[config.mk]
export PLATFORM = sky130hd
export DESIGN_NAME = client_arbiter
export DESIGN_NICKNAME = d
export VERILOG_FILES = /design/src/common/bram_bus_pkg.sv /design/src/source/client_arbiter.sv
export SDC_FILE = /design/constraint.sdc
export NUM_CORES = 1
export LEC_CHECK = 0
export BUFFER_PORTS_ARGS = -buffer_cell sky130_fd_sc_hd__buf_4
export CAP_MARGIN = 40
export CORE_AREA = 2 2 192 194
export CTS_CLUSTER_DIAMETER = 40
export DETAILED_ROUTE_END_ITERATION = 6
export DIE_AREA = 0 0 194 196
export GPL_TIMING_DRIVEN = 0
export HOLD_SLACK_MARGIN = 0.05
export SETUP_SLACK_MARGIN = 0.5
export SLEW_MARGIN = 20
export SYNTH_ARGS = -nofsm -noshare
export SYNTH_HDL_FRONTEND = slang
export SYNTH_SLANG_ARGS = --single-unit
[constraint.sdc]
create_clock -name itf -period 1.4 [get_ports itf]
set_input_delay 0.07 -clock itf [delete_from_list [all_inputs] [get_ports itf]]
set_output_delay 0.07 -clock itf [all_outputs]
set_load 0.02 [all_outputs]
[src/common/bram_bus_pkg.sv]
// Shared widths, memory depth, opcode and state machine encodings
package bram_bus_pkg;

    localparam int WORD_WIDTH     = 64;   // Memory word
    localparam int BUS_WIDTH      = 32;   // Multiplexed address/data bus
    localparam int ADDR_WIDTH     = 32;   // Word address
    localparam int MEM_DEPTH_LOG2 = 10;   // Index bits of the word array

    // Client request opcode
    typedef enum logic {
        op_read  = 1'b0,
        op_write = 1'b1
    } mem_op_t;

    // Memory side of the bus
    typedef enum logic [2:0] {
        st_idle         = 3'd0,
        st_address      = 3'd1,
        st_data_lo      = 3'd2,
        st_data_hi      = 3'd3,
        st_read_respond = 3'd4,
        st_respond      = 3'd5
    } slave_state_t;

    // Requester side of the bus
    typedef enum logic [2:0] {
        ms_idle    = 3'd0,
        ms_address = 3'd1,
        ms_data_lo = 3'd2,
        ms_data_hi = 3'd3,
        ms_wait    = 3'd4,
        ms_ack     = 3'd5
    } master_state_t;

endpackage
[src/source/client_arbiter.sv]
// Round-robin arbiter for two four-phase clients, steering request and reply fields
`timescale 1ns/1ps

module client_arbiter
    import bram_bus_pkg::*;
(
    input  logic                  itf,
    input  logic                  reset,
    input  logic                  a_req,
    input  logic                  b_req,
    input  mem_op_t               a_op,
    input  mem_op_t               b_op,
    input  logic [ADDR_WIDTH-1:0] a_addr,
    input  logic [ADDR_WIDTH-1:0] b_addr,
    input  logic [WORD_WIDTH-1:0] a_wdata,
    input  logic [WORD_WIDTH-1:0] b_wdata,
    output logic                  a_ack,
    output logic                  b_ack,
    output logic [WORD_WIDTH-1:0] a_rdata,
    output logic [WORD_WIDTH-1:0] b_rdata,
    output logic                  m_req,
    output mem_op_t               m_op,
    output logic [ADDR_WIDTH-1:0] m_addr,
    output logic [WORD_WIDTH-1:0] m_wdata,
    input  logic                  m_ack,
    input  logic [WORD_WIDTH-1:0] m_rdata
);

    logic busy;
    logic grant_b;     // 0 selects client a
    logic prefer_b;    // Round-robin pointer
    logic m_ack_q;

    always_ff @(posedge itf) begin
        if (reset) begin
            busy     <= 1'b0;
            grant_b  <= 1'b0;
            prefer_b <= 1'b0;
            m_ack_q  <= 1'b0;
        end else begin
            m_ack_q <= m_ack;
            if (!busy) begin
                if (a_req && b_req) begin
                    busy     <= 1'b1;
                    grant_b  <= prefer_b;
                    prefer_b <= !prefer_b;   // Flip only on a contested grant
                end else if (a_req || b_req) begin
                    busy    <= 1'b1;
                    grant_b <= b_req;
                end
            end else if (m_ack_q && !m_ack) begin
                busy <= 1'b0;   // Release on falling m_ack
            end
        end
    end

    assign m_req   = busy && (grant_b ? b_req : a_req);
    assign m_op    = grant_b ? b_op : a_op;
    assign m_addr  = grant_b ? b_addr : a_addr;
    assign m_wdata = grant_b ? b_wdata : a_wdata;

    assign a_ack   = busy && !grant_b && m_ack;
    assign b_ack   = busy && grant_b && m_ack;
    assign a_rdata = (busy && !grant_b) ? m_rdata : '0;
    assign b_rdata = (busy && grant_b) ? m_rdata : '0;

    assert property (@(posedge itf) disable iff (reset) !(a_ack && b_ack));

endmodule

==> results.tsv <==
stage	metric	value	unit
run_status	outcome	complete, but fails checks	
run_status	violations	setup timing	
global_routing	grt.overflow.total	0	
setup_path	reg2reg_slack	0.16	ns
detailed_routing	remaining_drc_errors	0	
sta	setup_viol	227	
sta	skew	0.00126	ns
yosys	synth_area_leaders	mux2_2 (48%), and3_1 (18%), and2_1 (18%)	
floorplanning	die_y	196	um
sta	slew_headroom	84.9	%
clock_network	htree_levels	1	
detailed_routing	dr.first_iter.drc_count	59	
floorplanning	start_util	6.32	%
yosys	syn_nets	540	
yosys	ys_ff_latch	4	
place	dp_hpwl	19700	um
clock_network	numCtsBuffers	3	
finish	synthToLayoutAreaGrowth	273	%
sta	holdWs	0.145	ns
floorplanning	dieArea	38000	um^2
sta	fin_crit_sh	111	%
pwr	leakage	0.00427	uW
global_routing	grt_pass1_wl	30700	um
clock_network	clock-sinks	4	
setup_path	startpoint_type	flip-flop	
yosys	ys_seq_area_share	3.51	%
clock_network	clk_pin_slew	0.03	ns
sta	rsz0062_at_grt	yes	
detailed_routing	vias_per_cell	3.37	
pwr	finalPower	3910	uW
place	routabilityCongestion	0.829	
detailed_routing	drt_wl_total	22700	um
pwr	power.density	459	nW/um^2
setup_path	cp_num_buf_inv	4	
sta	worst_pin_slew	0.227	ns
yosys	synth_cell_types	20	
finish	final_nets	1058	
floorplanning	rows	70	
detailed_routing	vias	4255	
detailed_routing	wire_per_inst	18.0	um
setup_path	end_kind	primary output	
detailed_routing	postRouteAntennaNets	0	
global_routing	grt_pass1_vias	4316	
min_path	hold_path_class	primary input to flip-flop	
run	maxCapViolations	0	
sta	fmax	641	MHz
place	port-buffer-count	490	
place	detailedPlace.worstSlack	-0.187	ns
setup_path	cp.required	1.33	ns
min_path	min_path_cells	3	
sta	setup_ws	-0.161	ns
global_routing	grt_max_degree	11	
setup_path	cp_slowest_cell	dfxtp_4	
setup_path	cp_common_cell	buf_4	
yosys	synth_top_area_share	47.9	%
setup_path	crit_path_max_incr_delay	0.40	ns
place	place_area	7210	um^2
yosys	synth_top_area_cell	mux2_2	
floorplanning	pin_count	491	
finish	utilization	23.6	%
global_routing	track_usage	11.0	%
finish	n_fill_cell	3879	
finish	fin_area	8520	um^2
yosys	syn_area	2280	um^2
sta	slew_viol_final	0	
pwr	ir_worst_vdd	306	uV
finish	multi_input_area	2820	um^2
detailed_routing	drt-pass1-iter-count	4	
clock_network	cts_tree	done	
floorplanning	coreArea	36100	um^2
setup_path	worstPathCellList	buf_4, nor2_4, buf_12, clkbuf_16, and2_2, buf_4	
global_routing	antenna_found_initial	4	
sta	fin_crit	1.56	ns
yosys	syn_inst	277	
yosys	synth-warning-count	0	
sta	hold_viol	0	
setup_path	worstPathArrival	1.49	ns
clock_network	clk_root_buffer_cell	clkbuf_16	
clock_network	clockBufferDepth	2	
setup_path	reg2reg_depth	7	
yosys	synth_area_per_cell	8.24	um^2
setup_path	cp.depth	6	
finish	seqCellArea	87.6	um^2
clock_network	clock_latency	0.22	ns
floorplanning	die_x	194	um
finish	drive_above_1_share	98.4	%
setup_path	critical_path_class	flip-flop to primary output	
setup_path	cp_max_fo	10	
setup_path	critPathTopFamily	buffers and inverters	
## path summary, 6_finish.rpt
path / startpoint / endpoint
hold reg to reg: m_ack_q$_SDFF_PP0_ / busy$_SDFF_PP0_
setup / recovery: grant_b$_SDFFE_PP0P_ / a_rdata[10]
hold / removal: m_ack / m_ack_q$_SDFF_PP0_
setup reg to reg: grant_b$_SDFFE_PP0P_ / grant_b$_SDFFE_PP0P_
## per-layer routing
layer	global-route usage [%]	share of wire, %	vias up
met5	0	0.12	-
li1	-	-	2018
met1	12.5	36	1934
met3	2.82	9.0	12
met2	21.1	53	287
met4	1.63	1.4	4
## Yosys cell counts
cell / instances
and3_1: 65
mux2i_1: 1
a21oi_1: 1
and2_1: 64
o21ai_0: 1
mux2_2: 97
buf_2: 5
clkbuf_1: 6
o211ai_1: 1
nand3b_1: 1
nor2_1: 3
dfxtp_1: 4
a311oi_1: 1
buf_4: 1
inv_1: 3
nor2_4: 1
clkbuf_2: 10
xor2_1: 1
nor3_1: 2
buf_6: 9
## state kept, by name (all words and copies together), names as in the netlist
| signal | count |
|---|---|
| busy | 1 |
| grant_b | 1 |
| m_ack_q | 1 |
| prefer_b | 1 |
## through the flow
step,setup TNS (ns),std cells
after CTS,-30.81,1257
after detailed placement,-10.38,1235
after global routing,-34.11,1261
final,-22.48,1263
after global placement,-8.69,1235
after floorplan,0,277
## kinds of logic after synthesis
kind of cell | Yosys count | share of synthesized area [%]
compound gates | 4 | 1.15
xor+xnor | 1 | 0.384
buf+inv | 34 | 9.54
flops | 4 | 3.51
mux | 98 | 48.3
simple gates | 136 | 37.1
## power breakdown
group	internal, uW	total [uW]	switching [uW]
sequential	122	135	13.2
combinational	1910	3340	1430
clock	364	436	72.3
total	2400	3910	1510
## timing repair
item | in CTS | in global routing
cloned | 5 | 2
hold buffers | 1 | 0
setup buffers | 13 | 2
setup endpoints to repair | 231 | 231
endpoints found under the hold margin | 4 | 0
pin swaps | 3 | 1
gates resized for setup | 183 | 48
## layout make-up
cell class | count | share of cell area (%)
timing repair buffer | 513 | 52.0
multi-input combinational | 239 | 33.1
tap | 468 | 6.87
buffer | 31 | 5.93
sequential | 4 | 1.03
clock buffer | 3 | 0.881
inverter | 3 | 0.162
antenna | 2 | 0.0587
## layout by cell type, fill, tap and decap left out, types with 4 or more instances in the layout
cell / instances
buf_6: 104
buf_4: 396
buf_8: 10
and3_4: 65
buf_12: 13
mux2_4: 87
clkbuf_2: 4
and2_4: 63
clkbuf_16: 10
mux2_2: 10
buf_16: 5
## worst register-to-register path, cell delays in order, from the launching register on
cell and delay [ns]:
dfxtp_4 0.37, buf_16 0.17, buf_6 0.12, buf_8 0.11
buf_16 0.13, buf_6 0.11, o21ai_2 0.04, a21oi_1 0.07
(Power assumes the default switching activity.)
